## src/dv/program.hex

```
// One 64-bit word per line, upper instruction (pc+4) then lower instruction (pc).
// Each instruction is its pc in the upper 16 bits and the inverted pc in the lower 16.
0004fffb0000ffff
000cfff30008fff7
0014ffeb0010ffef
001cffe30018ffe7
0024ffdb0020ffdf
002cffd30028ffd7
0034ffcb0030ffcf
003cffc30038ffc7
0044ffbb0040ffbf
004cffb30048ffb7
0054ffab0050ffaf
005cffa30058ffa7
0064ff9b0060ff9f
006cff930068ff97
0074ff8b0070ff8f
007cff830078ff87
0084ff7b0080ff7f
008cff730088ff77
0094ff6b0090ff6f
009cff630098ff67
00a4ff5b00a0ff5f
00acff5300a8ff57
00b4ff4b00b0ff4f
00bcff4300b8ff47
00c4ff3b00c0ff3f
00ccff3300c8ff37
00d4ff2b00d0ff2f
00dcff2300d8ff27
00e4ff1b00e0ff1f
00ecff1300e8ff17
00f4ff0b00f0ff0f
00fcff0300f8ff07

```

## src/hdl/fetch_pkg.sv

```systemverilog
package fetch_pkg;

  // Address and instruction width.
  localparam int xlen = 32;

  // Every fetch returns an aligned pair of instructions.
  localparam int fetch_width = 64;

  // The first pair is fetched from here once reset is released.
  localparam logic [xlen-1:0] reset_pc = 32'h0000_0000;

  // Program counter FSM of the fetch stage.
  typedef enum logic [1:0] {
    idle = 2'd0, // No request outstanding, waiting for room in the buffer.
    busy = 2'd1, // One request outstanding whose response is wanted.
    ctrl = 2'd2, // The outstanding response belongs to the old path.
    inv  = 2'd3  // The memory is dropping its pending response after a fence.
  } fetch_state_t;

endpackage

```

## src/hdl/fetch_stage.sv

```systemverilog
`timescale 1ns/1ns

module fetch_stage (
  input  logic                               clock,
  input  logic                               reset,
  input  logic                               redirect,
  input  logic [fetch_pkg::xlen-1:0]         redirect_pc,
  input  logic                               fence,
  input  logic [fetch_pkg::xlen-1:0]         fence_pc,
  input  logic                               mem_ready,
  input  logic [fetch_pkg::fetch_width-1:0]  mem_rdata,
  output logic                               mem_valid,
  output logic                               mem_fence,
  output logic                               mem_spec,
  output logic [fetch_pkg::xlen-1:0]         mem_addr,
  input  logic                               buf_stall,
  input  logic [fetch_pkg::xlen-1:0]         head_pc0,
  input  logic [fetch_pkg::xlen-1:0]         head_pc1,
  input  logic                               head_valid0,
  input  logic                               head_valid1,
  output logic [fetch_pkg::xlen-1:0]         buf_pc,
  output logic [fetch_pkg::fetch_width-1:0]  buf_rdata,
  output logic                               buf_ready,
  output logic                               buf_clear,
  output logic [fetch_pkg::xlen-1:0]         look_pc0,
  output logic [fetch_pkg::xlen-1:0]         look_pc1,
  input  logic                               hit0,
  input  logic                               hit1,
  input  logic [fetch_pkg::xlen-1:0]         target0,
  input  logic [fetch_pkg::xlen-1:0]         target1
);

  fetch_pkg::fetch_state_t state, state_nxt;

  logic [fetch_pkg::xlen-1:0] pc, pc_nxt, pc_seq;
  logic run;         // Low only in the first cycle after reset.
  logic outstanding;
  logic pred0, pred1, flush;

  // The predictor looks at the two instructions leaving the buffer.
  assign look_pc0 = head_pc0;
  assign look_pc1 = head_pc1;

  // A response always belongs to the pc of the request that is outstanding.
  assign buf_pc = pc;
  assign buf_rdata = mem_rdata;

  always_comb begin
    pred0 = head_valid0 && hit0;
    pred1 = head_valid1 && hit1 && !hit0;
    flush = redirect || fence || pred0 || pred1;
    pc_seq = {pc[fetch_pkg::xlen-1:3], 3'b000} + 8;

    pc_nxt = pc;
    if (redirect) begin
      pc_nxt = redirect_pc;
    end else if (fence) begin
      pc_nxt = fence_pc;
    end else if (pred0) begin
      pc_nxt = target0;
    end else if (pred1) begin
      pc_nxt = target1;
    end else if (state == fetch_pkg::busy && mem_ready) begin
      pc_nxt = pc_seq;
    end

    state_nxt = state;
    mem_valid = 1'b0;
    case (state)
      fetch_pkg::idle, fetch_pkg::inv: begin
        if (fence) begin
          state_nxt = fetch_pkg::inv;
        end else if (run && !buf_stall) begin
          state_nxt = fetch_pkg::busy;
          mem_valid = 1'b1;
        end else begin
          state_nxt = fetch_pkg::idle;
        end
      end
      fetch_pkg::busy: begin
        if (fence) begin
          state_nxt = fetch_pkg::inv;
        end else if (mem_ready) begin
          if (buf_stall) begin
            state_nxt = fetch_pkg::idle; // The pc already points past this pair.
          end else begin
            mem_valid = 1'b1;
          end
        end else if (flush) begin
          state_nxt = fetch_pkg::ctrl;
        end
      end
      fetch_pkg::ctrl: begin
        if (fence) begin
          state_nxt = fetch_pkg::inv;
        end else if (mem_ready) begin
          // The stale pair is dropped here and the new path starts.
          if (buf_stall) begin
            state_nxt = fetch_pkg::idle;
          end else begin
            state_nxt = fetch_pkg::busy;
            mem_valid = 1'b1;
          end
        end
      end
      default: begin
        state_nxt = fetch_pkg::idle;
      end
    endcase

    mem_fence = fence;
    mem_spec = flush;
    mem_addr = {pc_nxt[fetch_pkg::xlen-1:3], 3'b000};
    buf_ready = mem_ready && state == fetch_pkg::busy;
    buf_clear = flush;
  end

  always_ff @(posedge clock) begin
    if (!reset) begin
      state <= fetch_pkg::idle;
      pc <= fetch_pkg::reset_pc;
      run <= 1'b0;
      outstanding <= 1'b0;
    end else begin
      state <= state_nxt;
      pc <= pc_nxt;
      run <= 1'b1;
      if (mem_valid) begin
        outstanding <= 1'b1;
      end else if (mem_ready || mem_fence) begin
        outstanding <= 1'b0;
      end
    end
  end

  // Only one request may be in the memory at a time.
  assert property (@(posedge clock) disable iff (!reset)
    mem_valid |-> !outstanding || mem_ready);

endmodule

```

## src/hdl/fetch_buffer.sv

```systemverilog
`timescale 1ns/1ns

module fetch_buffer #(
  parameter int queue_depth = 4
) (
  input  logic                              clock,
  input  logic                              reset,
  input  logic [fetch_pkg::xlen-1:0]        buf_pc,
  input  logic [fetch_pkg::fetch_width-1:0] buf_rdata,
  input  logic                              buf_ready,
  input  logic                              buf_clear,
  output logic                              buf_stall,
  output logic [fetch_pkg::xlen-1:0]        head_pc0,
  output logic [fetch_pkg::xlen-1:0]        head_pc1,
  output logic                              head_valid0,
  output logic                              head_valid1,
  input  logic                              hit0,
  input  logic                              decode_stall,
  output logic                              out_valid0,
  output logic [fetch_pkg::xlen-1:0]        out_pc0,
  output logic [fetch_pkg::xlen-1:0]        out_instr0,
  output logic                              out_valid1,
  output logic [fetch_pkg::xlen-1:0]        out_pc1,
  output logic [fetch_pkg::xlen-1:0]        out_instr1
);

  localparam int ptr_w = $clog2(queue_depth);
  localparam int cnt_w = $clog2(queue_depth + 1);
  localparam logic [cnt_w:0] stall_level = (cnt_w + 1)'(queue_depth - 2);
  localparam logic [cnt_w:0] full_level = (cnt_w + 1)'(queue_depth);

  logic [fetch_pkg::xlen-1:0] pc_q [queue_depth];
  logic [fetch_pkg::xlen-1:0] instr_q [queue_depth];
  logic [ptr_w-1:0] head, head1, tail, tail1;
  logic [cnt_w-1:0] count;
  logic [cnt_w:0] fill;
  logic [1:0] n_push, n_pop;
  logic aligned, write;

  function automatic logic [ptr_w-1:0] advance(input logic [ptr_w-1:0] ptr,
                                               input logic [1:0] step);
    int unsigned sum;
    sum = ptr + step;
    if (sum >= queue_depth) begin
      sum = sum - queue_depth;
    end
    return ptr_w'(sum);
  endfunction

  always_comb begin
    aligned = buf_pc[2] == 1'b0; // Otherwise only the upper instruction is wanted.
    write = buf_ready && !buf_clear;
    n_push = !write ? 2'd0 : (aligned ? 2'd2 : 2'd1);
    head1 = advance(head, 2'd1);
    tail1 = advance(tail, 2'd1);

    out_valid0 = count != '0;
    out_valid1 = count > cnt_w'(1) && !hit0;
    out_pc0 = pc_q[head];
    out_instr0 = instr_q[head];
    out_pc1 = pc_q[head1];
    out_instr1 = instr_q[head1];

    // The predictor sees the head entries, and they count only when they leave.
    head_pc0 = out_pc0;
    head_pc1 = out_pc1;
    head_valid0 = out_valid0 && !decode_stall;
    head_valid1 = out_valid1 && !decode_stall;
    n_pop = {1'b0, head_valid0} + {1'b0, head_valid1};

    // Two slots stay free for the response that may already be on its way.
    fill = (cnt_w + 1)'(count) + (cnt_w + 1)'(n_push);
    buf_stall = !buf_clear && fill > stall_level;
  end

  always_ff @(posedge clock) begin
    if (!reset || buf_clear) begin
      head <= '0;
      tail <= '0;
      count <= '0;
    end else begin
      head <= advance(head, n_pop);
      tail <= advance(tail, n_push);
      count <= count + cnt_w'(n_push) - cnt_w'(n_pop);
    end
  end

  always_ff @(posedge clock) begin
    if (write) begin
      if (aligned) begin
        pc_q[tail] <= buf_pc;
        instr_q[tail] <= buf_rdata[fetch_pkg::xlen-1:0];
        pc_q[tail1] <= {buf_pc[fetch_pkg::xlen-1:3], 3'b100};
        instr_q[tail1] <= buf_rdata[fetch_pkg::fetch_width-1:fetch_pkg::xlen];
      end else begin
        pc_q[tail] <= buf_pc;
        instr_q[tail] <= buf_rdata[fetch_pkg::fetch_width-1:fetch_pkg::xlen];
      end
    end
  end

  // The fetch stage must hold requests back before the queue can overflow.
  assert property (@(posedge clock) disable iff (!reset)
    write |-> fill <= full_level);

endmodule

```

## src/hdl/branch_target_cache.sv

```systemverilog
`timescale 1ns/1ns

module branch_target_cache #(
  parameter int btc_entries = 8
) (
  input  logic                       clock,
  input  logic                       reset,
  input  logic [fetch_pkg::xlen-1:0] look_pc0,
  input  logic [fetch_pkg::xlen-1:0] look_pc1,
  output logic                       hit0,
  output logic [fetch_pkg::xlen-1:0] target0,
  output logic                       hit1,
  output logic [fetch_pkg::xlen-1:0] target1,
  input  logic                       upd_valid,
  input  logic [fetch_pkg::xlen-1:0] upd_pc,
  input  logic [fetch_pkg::xlen-1:0] upd_target,
  input  logic                       upd_taken
);

  localparam int idx_w = $clog2(btc_entries);
  localparam int tag_w = fetch_pkg::xlen - idx_w - 2;

  logic [btc_entries-1:0] valid_q;
  logic [tag_w-1:0] tag_q [btc_entries];
  logic [fetch_pkg::xlen-1:0] target_q [btc_entries];

  logic [idx_w-1:0] idx0, idx1, upd_idx;
  logic [tag_w-1:0] upd_tag;
  logic upd_match;

  // Instructions are word aligned, so the index starts at bit 2.
  function automatic logic [idx_w-1:0] index_of(input logic [fetch_pkg::xlen-1:0] pc);
    return pc[idx_w+1:2];
  endfunction

  function automatic logic [tag_w-1:0] tag_of(input logic [fetch_pkg::xlen-1:0] pc);
    return pc[fetch_pkg::xlen-1:idx_w+2];
  endfunction

  always_comb begin
    idx0 = index_of(look_pc0);
    idx1 = index_of(look_pc1);
    hit0 = valid_q[idx0] && tag_q[idx0] == tag_of(look_pc0);
    hit1 = valid_q[idx1] && tag_q[idx1] == tag_of(look_pc1);
    target0 = target_q[idx0];
    target1 = target_q[idx1];

    upd_idx = index_of(upd_pc);
    upd_tag = tag_of(upd_pc);
    upd_match = valid_q[upd_idx] && tag_q[upd_idx] == upd_tag;
  end

  always_ff @(posedge clock) begin
    if (!reset) begin
      valid_q <= '0;
    end else if (upd_valid) begin
      if (upd_taken) begin
        valid_q[upd_idx] <= 1'b1;
      end else if (upd_match) begin
        valid_q[upd_idx] <= 1'b0; // A branch that aliases here keeps its entry.
      end
    end
  end

  always_ff @(posedge clock) begin
    if (upd_valid && upd_taken) begin
      tag_q[upd_idx] <= upd_tag;
      target_q[upd_idx] <= upd_target;
    end
  end

endmodule

```

## src/hdl/instr_mem.sv

```systemverilog
`timescale 1ns/1ns

module instr_mem #(
  parameter int mem_latency = 2,
  parameter int mem_words = 32
) (
  input  logic                              clock,
  input  logic                              reset,
  input  logic                              mem_valid,
  input  logic [fetch_pkg::xlen-1:0]        mem_addr,
  input  logic                              mem_fence,
  input  logic                              mem_spec,
  output logic                              mem_ready,
  output logic [fetch_pkg::fetch_width-1:0] mem_rdata
);

  localparam int idx_w = $clog2(mem_words);
  localparam int cnt_w = $clog2(mem_latency + 1);

  logic [fetch_pkg::fetch_width-1:0] words [mem_words];
  logic [fetch_pkg::fetch_width-1:0] data_q;
  logic [cnt_w-1:0] count;
  logic pending;

  initial begin
    $readmemh("/design/src/dv/program.hex", words);
  end

  // The pair is read on acceptance and held until the next request.
  assign mem_ready = pending && count == cnt_w'(1);
  assign mem_rdata = data_q;

  always_ff @(posedge clock) begin
    if (!reset) begin
      pending <= 1'b0;
      count <= '0;
    end else if (mem_valid) begin
      pending <= 1'b1;
      count <= cnt_w'(mem_latency);
    end else if (mem_fence || mem_ready) begin
      pending <= 1'b0;
    end else if (pending) begin
      count <= count - cnt_w'(1);
    end
  end

  always_ff @(posedge clock) begin
    if (mem_valid) begin
      data_q <= words[mem_addr[idx_w+2:3]];
    end
  end

  // The fetch stage only ever asks for whole pairs.
  assert property (@(posedge clock) disable iff (!reset)
    mem_valid |-> mem_addr[2:0] == 3'b000);

  // A speculative request only follows the response of the earlier one.
  assert property (@(posedge clock) disable iff (!reset)
    mem_valid && mem_spec |-> !pending || mem_ready);

endmodule

```

## src/hdl/fetch_top.sv

```systemverilog
`timescale 1ns/1ns

module fetch_top #(
  parameter int mem_latency = 2,
  parameter int mem_words = 32,
  parameter int btc_entries = 8,
  parameter int queue_depth = 4
) (
  input  logic                       clock,
  input  logic                       reset,
  input  logic                       redirect,
  input  logic [fetch_pkg::xlen-1:0] redirect_pc,
  input  logic                       fence,
  input  logic [fetch_pkg::xlen-1:0] fence_pc,
  input  logic                       upd_valid,
  input  logic [fetch_pkg::xlen-1:0] upd_pc,
  input  logic [fetch_pkg::xlen-1:0] upd_target,
  input  logic                       upd_taken,
  input  logic                       decode_stall,
  output logic                       out_valid0,
  output logic                       out_valid1,
  output logic [fetch_pkg::xlen-1:0] out_pc0,
  output logic [fetch_pkg::xlen-1:0] out_pc1,
  output logic [fetch_pkg::xlen-1:0] out_instr0,
  output logic [fetch_pkg::xlen-1:0] out_instr1
);

  logic mem_valid, mem_fence, mem_spec, mem_ready;
  logic [fetch_pkg::xlen-1:0] mem_addr, buf_pc, head_pc0, head_pc1;
  logic [fetch_pkg::xlen-1:0] look_pc0, look_pc1, target0, target1;
  logic [fetch_pkg::fetch_width-1:0] mem_rdata, buf_rdata;
  logic buf_ready, buf_clear, buf_stall, head_valid0, head_valid1, hit0, hit1;

  fetch_stage u_stage (
    .clock, .reset, .redirect, .redirect_pc, .fence, .fence_pc,
    .mem_ready, .mem_rdata, .mem_valid, .mem_fence, .mem_spec, .mem_addr,
    .buf_stall, .head_pc0, .head_pc1, .head_valid0, .head_valid1,
    .buf_pc, .buf_rdata, .buf_ready, .buf_clear,
    .look_pc0, .look_pc1, .hit0, .hit1, .target0, .target1
  );

  fetch_buffer #(.queue_depth(queue_depth)) u_buffer (
    .clock, .reset, .buf_pc, .buf_rdata, .buf_ready, .buf_clear, .buf_stall,
    .head_pc0, .head_pc1, .head_valid0, .head_valid1, .hit0, .decode_stall,
    .out_valid0, .out_pc0, .out_instr0, .out_valid1, .out_pc1, .out_instr1
  );

  branch_target_cache #(.btc_entries(btc_entries)) u_btc (
    .clock, .reset, .look_pc0, .look_pc1, .hit0, .target0, .hit1, .target1,
    .upd_valid, .upd_pc, .upd_target, .upd_taken
  );

  instr_mem #(.mem_latency(mem_latency), .mem_words(mem_words)) u_mem (
    .clock, .reset, .mem_valid, .mem_addr, .mem_fence, .mem_spec,
    .mem_ready, .mem_rdata
  );

endmodule

```

## config.mk

```make
export PLATFORM = sky130hd
export DESIGN_NAME = fetch_top
export DESIGN_NICKNAME = d
export VERILOG_FILES = /design/src/hdl/fetch_pkg.sv /design/src/hdl/fetch_stage.sv /design/src/hdl/fetch_buffer.sv /design/src/hdl/branch_target_cache.sv /design/src/hdl/instr_mem.sv /design/src/hdl/fetch_top.sv
export SDC_FILE = /design/constraint.sdc
export NUM_CORES = 1
export LEC_CHECK = 0
export BUFFER_PORTS_ARGS = -buffer_cell sky130_fd_sc_hd__buf_4
export CAP_MARGIN = 10
export CORE_UTILIZATION = 63
export CTS_CLUSTER_DIAMETER = 30
export DETAILED_ROUTE_END_ITERATION = 10
export GPL_ROUTABILITY_DRIVEN = 0
export PLACE_DENSITY = 0.81
export SYNTH_ARGS = -nofsm -noshare
export SYNTH_HDL_FRONTEND = slang
export SYNTH_SLANG_ARGS = --single-unit
```

## constraint.sdc

```tcl
create_clock -name clock -period 9 [get_ports clock]
set_input_delay 0 -clock clock [delete_from_list [all_inputs] [get_ports clock]]
set_output_delay 0 -clock clock [all_outputs]
set_load 0.05 [all_outputs]
```

# After elaboration in Yosys (flattened, before gate mapping)
# Memory sizes are Yosys's and may differ from the RTL's. A register that Yosys moved wholly into a read port is not among the register bits.
# Cells that the tools add are included.
# op_classes
add_sub_neg,14
reduce_logical,39
eq_ne,11
magnitude_cmp,10
bitwise,7
n_mux,55
# op_table
operator,count
$mux W32,7
$eq A27 B27 Y1,3
$mux W2,18
$add A32 B4 Y32 const B,1
$mux W1,22
$logic_and A1 B1 Y1,16
$mux W8,2
$ge A3 B3 Y1 const B,4
$lt A3 B4 Y1 const B,3
$sub A2 B1 Y2 const B,5
$bmux W1 S3,3
$and A8 B8 Y8,1
$not A8 Y8,1
$or A8 B8 Y8,1
$add A2 B1 Y3 const B,2
$add A2 B2 Y3,2
$pmux W2 S3,1
$reduce_and A2 Y1,3
$reduce_bool A2 Y1,3
$reduce_or A2 Y1,3
$logic_not A1 Y1,5
$logic_or A1 B1 Y1,5
$reduce_bool A5 Y1,1
$add A3 B2 Y4,1
19 further kinds,23
# word_totals
ff_bits,117
out_inout_bits,130
mem_bits_rw,728
n_memories,4
# mem_list
memory,words,word_bits,rd,rd_ports_with_merged_regs,write_ports,line,text
u_btc.target_q,8,32,2,0,1,branch_target_cache.sv:25,logic [fetch_pkg::xlen-1:0] target_q [btc_entries];
u_btc.tag_q,8,27,3,0,1,branch_target_cache.sv:24,logic [tag_w-1:0] tag_q [btc_entries];
u_buffer.instr_q,4,32,2,1,2,fetch_buffer.sv:33,logic [fetch_pkg::xlen-1:0] instr_q [queue_depth];
u_buffer.pc_q,4,32,2,1,2,fetch_buffer.sv:32,logic [fetch_pkg::xlen-1:0] pc_q [queue_depth];

# Longest topological paths before layout
# Gate-level depths: netlist of run 1.
# An unclocked memory read counts as a cell.
# logic_depth
ltp_word,23
depth_mapped,28
ltp_nobuf,21

# Modules after synthesis
# From an unflattened synthesis of run 1, not the netlist that was laid out.
# hier_totals
cells_unflattened,2762
area_unflattened_um2,43995.9
# modules_own_cells
module,seq_area_each_um2,n_inst,area_per_inst_um2,cells_per_inst
branch_target_cache,14333.7,1,24255.8,1215
fetch_buffer,7707.4,1,14737.9,857
fetch_stage,700.7,1,4369.2,612
instr_mem,60.1,1,633.1,78

# Worst setup path before layout of run 1
# OpenSTA, ideal clock, no wires.
# synth_timing
kind,flip-flop to flip-flop
startpoint,reg u_buffer.head[1]
endpoint,reg u_buffer.count[2]
t_arrival_ns,5.263
setup_ns,0.115
required_ns,8.885
slack_ns,3.621
synth_period_minus_slack_ns,5.379
path_stages_with_launch,19
path_buffers,4
cell_sequence,dfxtp_1 > buf_6 > buf_6 > buf_2 > mux2i_1 > o21ai_0 > o21a_1 > o22ai_1 > or4_4 > or4_4 > nand4_4 > nand2_4 > buf_6 > or3_4 > fa_1 > fa_1 > xnor2_1 > xnor2_1 > nor2_1
# synth_via
elab_chain_cells,15
word_cells_on_any_way,19
cone_classes,4 x add/sub; 1 x order compare; 1 x eq/ne; 4 x mux; 7 x reduce/logical; 2 x memory
# synth_rtl
element,line,text
"start, declared",fetch_buffer.sv:34,"logic [ptr_w-1:0] head, head1, tail, tail1;"
"start signal, assigned",fetch_buffer.sv:82,"head <= advance(head, n_pop);"
$add A2 B1 Y3 *,fetch_buffer.sv:43,sum = ptr + step;
$ge A3 B3 Y1 / $sub A2 B1 Y2 (equally long branches),"fetch_buffer.sv:44, fetch_buffer.sv:45",
$mux W2 *,fetch_buffer.sv:44,if (sum >= queue_depth) begin
$mem_v2 Z4 W32 *,-,
$mem_v2 Z8 W27 / $bmux W1 S3 (equally long branches),-,
$eq A27 B27 Y1 / $mux W1 (equally long branches),branch_target_cache.sv:44,hit1 = valid_q[idx1] && tag_q[idx1] == tag_of(look_pc1);
$logic_and A1 B1 Y1 *,branch_target_cache.sv:44,
$logic_and A1 B1 Y1 * (2 in series),fetch_stage.sv:50,pred1 = head_valid1 && hit1 && !hit0;
$logic_or A1 B1 Y1 *,fetch_stage.sv:51,flush = redirect || fence || pred0 || pred1;
$logic_not A1 Y1,fetch_buffer.sv:52,write = buf_ready && !buf_clear;
$logic_and A1 B1 Y1,fetch_buffer.sv:52,
$mux W2,fetch_buffer.sv:53,n_push = !write ? 2'd0 : (aligned ? 2'd2 : 2'd1);
$add A3 B2 Y3,fetch_buffer.sv:84,count <= count + cnt_w'(n_push) - cnt_w'(n_pop);
$sub A3 B2 Y3,fetch_buffer.sv:84,
"end signal, assigned",fetch_buffer.sv:84,
"end, declared",fetch_buffer.sv:35,logic [cnt_w-1:0] count;
# Mark *: on every way between the ends. The rest lies on a longest branch, timed or not. The select of a mux whose other input is x is not followed.
# A chain may end at the register's enable or synchronous reset.

# Worst setup path after layout of run 1
# layout_timing
startpoint,reg u_buffer.head[1]
endpoint,reg u_stage.state[0]
# layout_via
elab_chain_cells,21
word_cells_on_any_way,30
cone_classes,3 x add/sub; 2 x order compare; 3 x eq/ne; 10 x mux; 10 x reduce/logical; 2 x memory
# layout_rtl
element,line,text
$add A2 B1 Y3 *,fetch_buffer.sv:43,
$ge A3 B3 Y1 / $sub A2 B1 Y2 (equally long branches),"fetch_buffer.sv:44, fetch_buffer.sv:45",
$mux W2 *,fetch_buffer.sv:44,
$mem_v2 Z4 W32 *,-,
$mem_v2 Z8 W27 / $bmux W1 S3 (equally long branches),-,
$eq A27 B27 Y1 / $mux W1 (equally long branches),branch_target_cache.sv:44,
$logic_and A1 B1 Y1 *,branch_target_cache.sv:44,
$logic_and A1 B1 Y1 * (2 in series),fetch_stage.sv:50,
[... 4 more ...],-,
$add A3 B2 Y4,fetch_buffer.sv:72,fill = (cnt_w + 1)'(count) + (cnt_w + 1)'(n_push);
$gt A4 B2 Y1,fetch_buffer.sv:73,buf_stall = !buf_clear && fill > stall_level;
$logic_and A1 B1 Y1,fetch_buffer.sv:73,
$logic_not A1 Y1,fetch_stage.sv:73,end else if (run && !buf_stall) begin
$logic_and A1 B1 Y1,fetch_stage.sv:73,
$mux W1,fetch_stage.sv:73,
$mux W2,fetch_stage.sv:71,if (fence) begin
$pmux W2 S3,fetch_stage.sv:69,case (state)
"end signal, assigned",fetch_stage.sv:120,state <= fetch_pkg::idle;
"end signal, assigned",fetch_stage.sv:125,state <= state_nxt;
"end, declared",fetch_stage.sv:33,"fetch_pkg::fetch_state_t state, state_nxt;"
# Marked as above.

==> impl_metrics.env, run 1 <==
export IMPL_outcome="finished, violations left"
export IMPL_failed_checks="hold timing"
export IMPL_worst_pin_slew_ns=1.13
export IMPL_switching_share_pct=23.2
export IMPL_io_buffers=198
export IMPL_cts_buffer_depth=3
export IMPL_wl_met1_mm=35.1
export IMPL_grt_max_degree=69
export IMPL_slew_viol_final=0
export IMPL_clk_latency_ns=0.68
export IMPL_finalHoldViolCount=1
export IMPL_clockPowerShare_pct=53.3
export IMPL_h_tree_depth=3
export IMPL_p_int_w=0.00666
export IMPL_synthCells=2472
export IMPL_p_seq_share_pct=39.6
export IMPL_cp_data_arrival_time_ns=8.20
export IMPL_vias=25200
export IMPL_p_switching_w=0.00201
export IMPL_synth_mux_area_share_pct=22.0
export IMPL_crit_type="reg -> reg"
export IMPL_skew_ns=0.0201
export IMPL_placementRows=85
export IMPL_drive_gt1_share_pct=24.7
export IMPL_cap_violations=0
export IMPL_nets=2926
export IMPL_cts_tree="built"
export IMPL_cp_end_kind="register"
export IMPL_drcViolationCount=0
export IMPL_fin_util_pct=77.4
export IMPL_hp_class="in -> reg"
export IMPL_setup_tns_ns=0
export IMPL_period_share_pct=84.6
export IMPL_syn_area_um2=34600
export IMPL_crit_required_ns=9.59
export IMPL_synth_adder_area_share_pct=0.571
export IMPL_start_kind="register"
export IMPL_combPwrFrac_pct=7.1
export IMPL_yosys_cell_types_count=69
export IMPL_fmax_mhz=131
export IMPL_wl_met2_mm=51.0
export IMPL_min_period_ns=7.61
export IMPL_synthArstFlopShare_pct=0
export IMPL_grt_remaining_overflow=0
export IMPL_rsz0062_at_grt="false"
export IMPL_first_global_vias=25600
export IMPL_met3_length_mm=11.8
export IMPL_synth_xor_area_share_pct=2.48
export IMPL_max_slew_margin_rel_pct=25.0
export IMPL_synth_top_family_by_area="multiplexers"
export IMPL_maxUsedRoutingLayer="met5"
export IMPL_die_h_um=237
export IMPL_synth_seq_cells=653
export IMPL_clk_pin_slew_worst_paths_ns=0.05
export IMPL_crit_fanout=44
export IMPL_grt_pass1_wl_mm=155
export IMPL_via_per_inst=7.03
export IMPL_syn2layout_area_growth_pct=20.7
export IMPL_ant_nets=0
export IMPL_p_leak_nw=15.3
export IMPL_synth_seq_area_share_pct=54.7
export IMPL_initial_core_util_pct=64.1
export IMPL_syn_avg_cell_area_um2=14.0
export IMPL_die_x_um=237
export IMPL_cts_root_buf="clkbuf_16"
export IMPL_ir_drop_mv=0.180
export IMPL_synth_compound_area_share_pct=8.41
export IMPL_die_area_um2=55900
export IMPL_ys_flop_type="edfxtp_1"
export IMPL_antenna_found_initial=3
export IMPL_hpwlAfterDp_mm=60.4
export IMPL_yosys_area_share_simple_pct=7.43
export IMPL_power_w=0.00866
export IMPL_whs_ns=-0.0115
export IMPL_cts_sinks=653
export IMPL_cts_buffers=118
export IMPL_drt_pass1_iterations=6
export IMPL_synth_warnings=0
export IMPL_grtUsageTotal_pct=37.3
export IMPL_setup_viol_count_final=0
export IMPL_cts_resized=0
export IMPL_drt_initial_drc_count=3271
export IMPL_synth_edf_count=588
export IMPL_core_um2=54000
export IMPL_avgRoutedWirePerCell_um=29.3
export IMPL_drt_wl_total_mm=105
export IMPL_power_density_nw_per_um2=207
export IMPL_ioPinCount=265
-- through the flow --
stage | setup slack [ns] | std cells | area [µm²]
2_1_floorplan | 3.62 | 2535 | 34900
3_3_place_gp | 1.73 | 3216 | 36300
3_5_place_dp | 1.59 | 3216 | 36300
4_1_cts | 1.50 | 3574 | 41800
5_1_grt | 1.11 | 3575 | 41800
6_report | 1.39 | 3577 | 41800
-- routing by layer --
layer  vias to the layer above  track usage, %
met1                     12400            44.2
met4                         2            23.8
li1                      10300               -
met2                      1943            61.4
met3                       506            9.07
met5                         -               0
-- state kept, by name (all words and copies together) (netlist names), named ones only --
name,flops
u_buffer.count,3
u_btc.target_q,256
u_btc.tag_q,216
u_stage.buf_pc,32
u_stage.run,1
u_buffer.tail,2
u_buffer.pc_q,128
u_mem.pending,1
u_mem.count,2
u_stage.state,2
u_buffer.head,2
-- worst max-delay path: stages, from the launching register on --
cell and delay, ns:
dfxtp_4 0.81, mux4_4 1.09, and2_2 0.58, a22o_1 0.31
a221oi_1 0.53, xnor2_1 0.27, nand4_1 0.15, nor3_1 0.53
nand4_4 0.77, and2_1 0.60, and3_1 0.27, ha_1 0.23
fa_1 0.41, nand3_1 0.09, o21ai_0 0.07, nand2_1 0.08
nand3_2 0.12, o211ai_2 0.27, mux2i_1 0.23
-- power by group through the flow --
stage / Sequential (W) / Clock [W] / Combinational, W
2_1_floorplan: 0.00346 / 0 / 0.000395
4_1_cts: 0.00343 / 0.00461 / 0.000597
3_3_place_gp: 0.00348 / 0 / 0.000523
6_report: 0.00343 / 0.00461 / 0.000615
3_5_place_dp: 0.00349 / 0 / 0.000539
5_1_grt: 0.00344 / 0.00476 / 0.000647
-- timing repair --
action                                  CTS  global route
endpoints found under the setup margin    0             0
hold endpoints to repair                523             0
setup buffers                             0             0
hold buffers                            137             0
-- synth_stat cells, drive strengths merged (29+ instances only) --
cell type  number  share of area, %
edfxtp        588                51
mux2i         293               8.5
mux4          177                12
a22oi         164               3.6
buf           150               2.9
and2          122               2.2
nand2         120               1.3
clkbuf        106               1.1
a21oi          70               1.0
dfxtp          65               3.8
mux2           62               2.0
xnor2          55               1.4
nor2           52              0.56
nand4          44              0.84
xor2           43               1.1
inv            32              0.35
o22ai          31              0.56
nand3          29              0.43
-- layout by cell type, fill, tap and decap left out, types with 28 or more instances in the layout --
master and count:
mux2i_1 293, dfxtp_1 63, xor2_1 43, a22oi_1 164, nand2_1 119, nor2_1 50
dlygate4sd3_1 137, conb_1 64, nand4_1 43, xnor2_1 55, mux4_2 174, clkbuf_16 119
nand3_1 28, and2_1 120, o22ai_1 31, a21oi_1 70, buf_4 239, mux2_2 61
edfxtp_1 588
-- cell type report --
class,instances,area [µm²]
Fill cell,3035,12200
Multi-Input combinational cell,1593,14500
Sequential cell,653,19000
Inverter,33,126
Clock buffer,130,3030
Timing Repair Buffer,378,3210
Clock inverter,91,1130
Tap cell,696,871
Antenna cell,3,7.51
-- path summary, 6_finish.rpt --
| check | from | endpoint | slack (ns) | depth (start not counted) |
|---|---|---|---|---|
| max | u_buffer.head[1] | u_stage.state[0] | 1.39 | 18 |
| min | fence_pc[17] | u_stage.buf_pc[17] | -0.01 | 5 |
| max reg2reg | u_buffer.head[1] | u_stage.state[0] | 1.39 | 18 |
| min reg2reg | u_stage.state[1] | u_stage.state[1] | 0.50 | 2 |
-- logic make-up after synthesis --
group / after synthesis
AOI/OAI and AO/OA: 410
xor gates and xnor gates: 98
adders and majority gates: 14
buffers and inverters: 289
DFF: 653
muxes: 532
other: 1
and+or+nand+nor: 475
Power figures use the tool's default switching activity.
==> run 2, diff against run 1 <==
- CORE_UTILIZATION: 63 -> 61
- PLACE_DENSITY: 0.81 -> 0.79
- clock period: 9 -> 7.54 ns (I/O delays scaled with it)
==> run 2 against run 1 <==
The flow now finishes without violations. Sequential share of layout area decreased by 0.47 points. Non-clock buffer count increased by 22. Global-route usage increased by 1.4 points. Critical path type unchanged. Largest cell class unchanged.
==> impl_metrics.env, run 2 (synthesized netlist as in run 1, its figures left out) <==
export IMPL_outcome="complete, no violations"
export IMPL_setup_viol_count_final=0
export IMPL_placementRows=86
export IMPL_clk_pin_slew_worst_paths_ns=0.05
export IMPL_placed_cells=3278
export IMPL_power_density_nw_per_um2=249
export IMPL_whs_ns=0.0346
export IMPL_cp_data_arrival_time_ns=7.22
export IMPL_largest_register="u_btc.target_q"
export IMPL_clk_latency_ns=0.73
export IMPL_die_x_um=240
export IMPL_skew_ns=0.0350
export IMPL_hp_class="in -> reg"
export IMPL_grt_remaining_overflow=0
export IMPL_cts_buffer_depth=3
export IMPL_hold_path_startpoint="decode_stall"
export IMPL_rr_worst_depth=15
export IMPL_via_per_inst=7.03
export IMPL_drt_initial_drc_count=3772
export IMPL_cts_resized=0
export IMPL_cts_sinks=653
export IMPL_cts_tree="built"
export IMPL_die_h_um=240
export IMPL_grtUsageTotal_pct=38.7
export IMPL_ir_drop_mv=0.302
export IMPL_avgRoutedWirePerCell_um=30.1
export IMPL_crit_chain="mux4_4, buf_4, mux2i_1, o22ai_1, nor3_1, o22ai_1, or4_4, or4_4, nand4_4, buf_4, and3_1, a22oi_1, dlygate4sd3_1, a21oi_1, dlygate4sd3_1"
export IMPL_final_common_cell="edfxtp_1"
export IMPL_initial_core_util_pct=62.3
export IMPL_power_w=0.0105
export IMPL_rsz0062_at_grt="false"
export IMPL_final_cell_mix="588 x edfxtp_1, 293 x mux2i_1, 250 x buf_4"
export IMPL_vias=25800
export IMPL_nets=2960
export IMPL_drive_gt1_share_pct=25.2
export IMPL_grt_max_degree=81
export IMPL_largest_reg_flops=256
export IMPL_die_area_um2=57800
export IMPL_cap_violations=0
export IMPL_path_buf_inv=4
export IMPL_slowest_delay_ns=1.06
export IMPL_syn2layout_area_growth_pct=22.0
export IMPL_drt_pass1_iterations=8
export IMPL_hpwlAfterDp_mm=64.7
export IMPL_cts_buffers=130
export IMPL_slowest_stage="mux4_4"
export IMPL_hold_depth=5
export IMPL_finalHoldViolCount=0
export IMPL_cts_root_buf="clkbuf_16"
export IMPL_r2r_end="u_stage.buf_pc[0]"
export IMPL_slew_viol_final=0
export IMPL_drcViolationCount=0
export IMPL_crit_family="buffers and inverters"
export IMPL_h_tree_depth=4
export IMPL_reg_top3="u_btc.target_q: 256 flops, u_btc.tag_q: 216 flops, u_buffer.pc_q: 128 flops"
export IMPL_ant_nets=0
export IMPL_cp_end_kind="register"
export IMPL_ff2ff_setup_slack_ns=0.97
export IMPL_fmax_mhz=152
export IMPL_max_slew_margin_rel_pct=3.49
export IMPL_start_kind="register"
export IMPL_post_cts_buffers=0
export IMPL_drt_wl_total_mm=110
export IMPL_period_share_pct=87.1
export IMPL_antenna_found_initial=3
export IMPL_ioPinCount=265
export IMPL_first_global_vias=26100
export IMPL_worst_pin_slew_ns=1.43
export IMPL_p_leak_nw=15.5
export IMPL_crit_type="reg -> reg"
export IMPL_io_buffers=198
export IMPL_grt_pass1_wl_mm=160
export IMPL_setup_tns_ns=0
export IMPL_min_period_ns=6.57
export IMPL_core_um2=55600
export IMPL_whs_endpoint="u_buffer.head[0]"
export IMPL_crit_required_ns=8.19
export IMPL_fin_cells=3669
export IMPL_crit_fanout=43
export IMPL_rr_startpoint="u_buffer.head[1]"
==> run 2: final cells by class <==
class / instances / area [µm²]
Timing Repair Buffer: 400 / 3390
Multi-Input combinational cell: 1593 / 14500
Sequential cell: 653 / 19000
Antenna cell: 3 / 7.51
Tap cell: 748 / 936
Clock inverter: 87 / 905
Fill cell: 3138 / 13400
Inverter: 33 / 126
Clock buffer: 152 / 3450
==> run 2: worst register-to-register path: cells and delay by family (launching register included) <==
| family | cells | cell delay (ns) |
|---|---|---|
| flip-flops | 1 | 0.46 |
| AND/OR/NAND/NOR | 5 | 2.07 |
| buffers and inverters | 4 | 2.18 |
| AO/OA/AOI/OAI | 4 | 0.51 |
| multiplexers | 2 | 1.30 |
==> run 2: routing by layer <==
| metal | routed length [µm] | GRT usage [%] |
|---|---|---|
| met1 | 36800 | 47.6 |
| met4 | 7670 | 25.9 |
| met2 | 51400 | 60.5 |
| met3 | 14400 | 10.2 |
| met5 | 43 | 0 |
==> run 2: repair_timing <==
item,CTS,global route
hold buffers,148,0
setup endpoints to repair,0,0
endpoints found under the hold margin,523,0
==> run 2: worst max-delay path by stage <==
stage	startpoint	end	slack (ns)	cells after the start
finish	u_buffer.head[1]	u_stage.buf_pc[0]	0.97	15
global route	u_buffer.head[1]	u_stage.buf_pc[1]	0.82	15
CTS	u_buffer.head[1]	u_stage.buf_pc[2]	1.15	15
detailed placement	u_buffer.head[1]	u_stage.state[1]	1.53	21
global placement	u_buffer.head[1]	u_stage.state[0]	1.67	21
floorplan	u_buffer.head[1]	u_buffer.count[2]	2.16	18
==> run 2: where the power goes <==
part	switching [W]	total, W	internal [W]
logic	0.000436	0.000747	0.000311
clock network	0.00198	0.00568	0.00370
registers	0.0000880	0.00411	0.00402
==> run 2: stage by stage <==
stage	worst slack [ns]	cell area, µm²	util [%]
floorplan	2.16	34900	-
global placement	1.67	36400	65.4
detailed placement	1.53	36400	65.4
CTS	1.15	42200	75.9
global route	0.822	42300	76.0
finish	0.974	42300	76.0
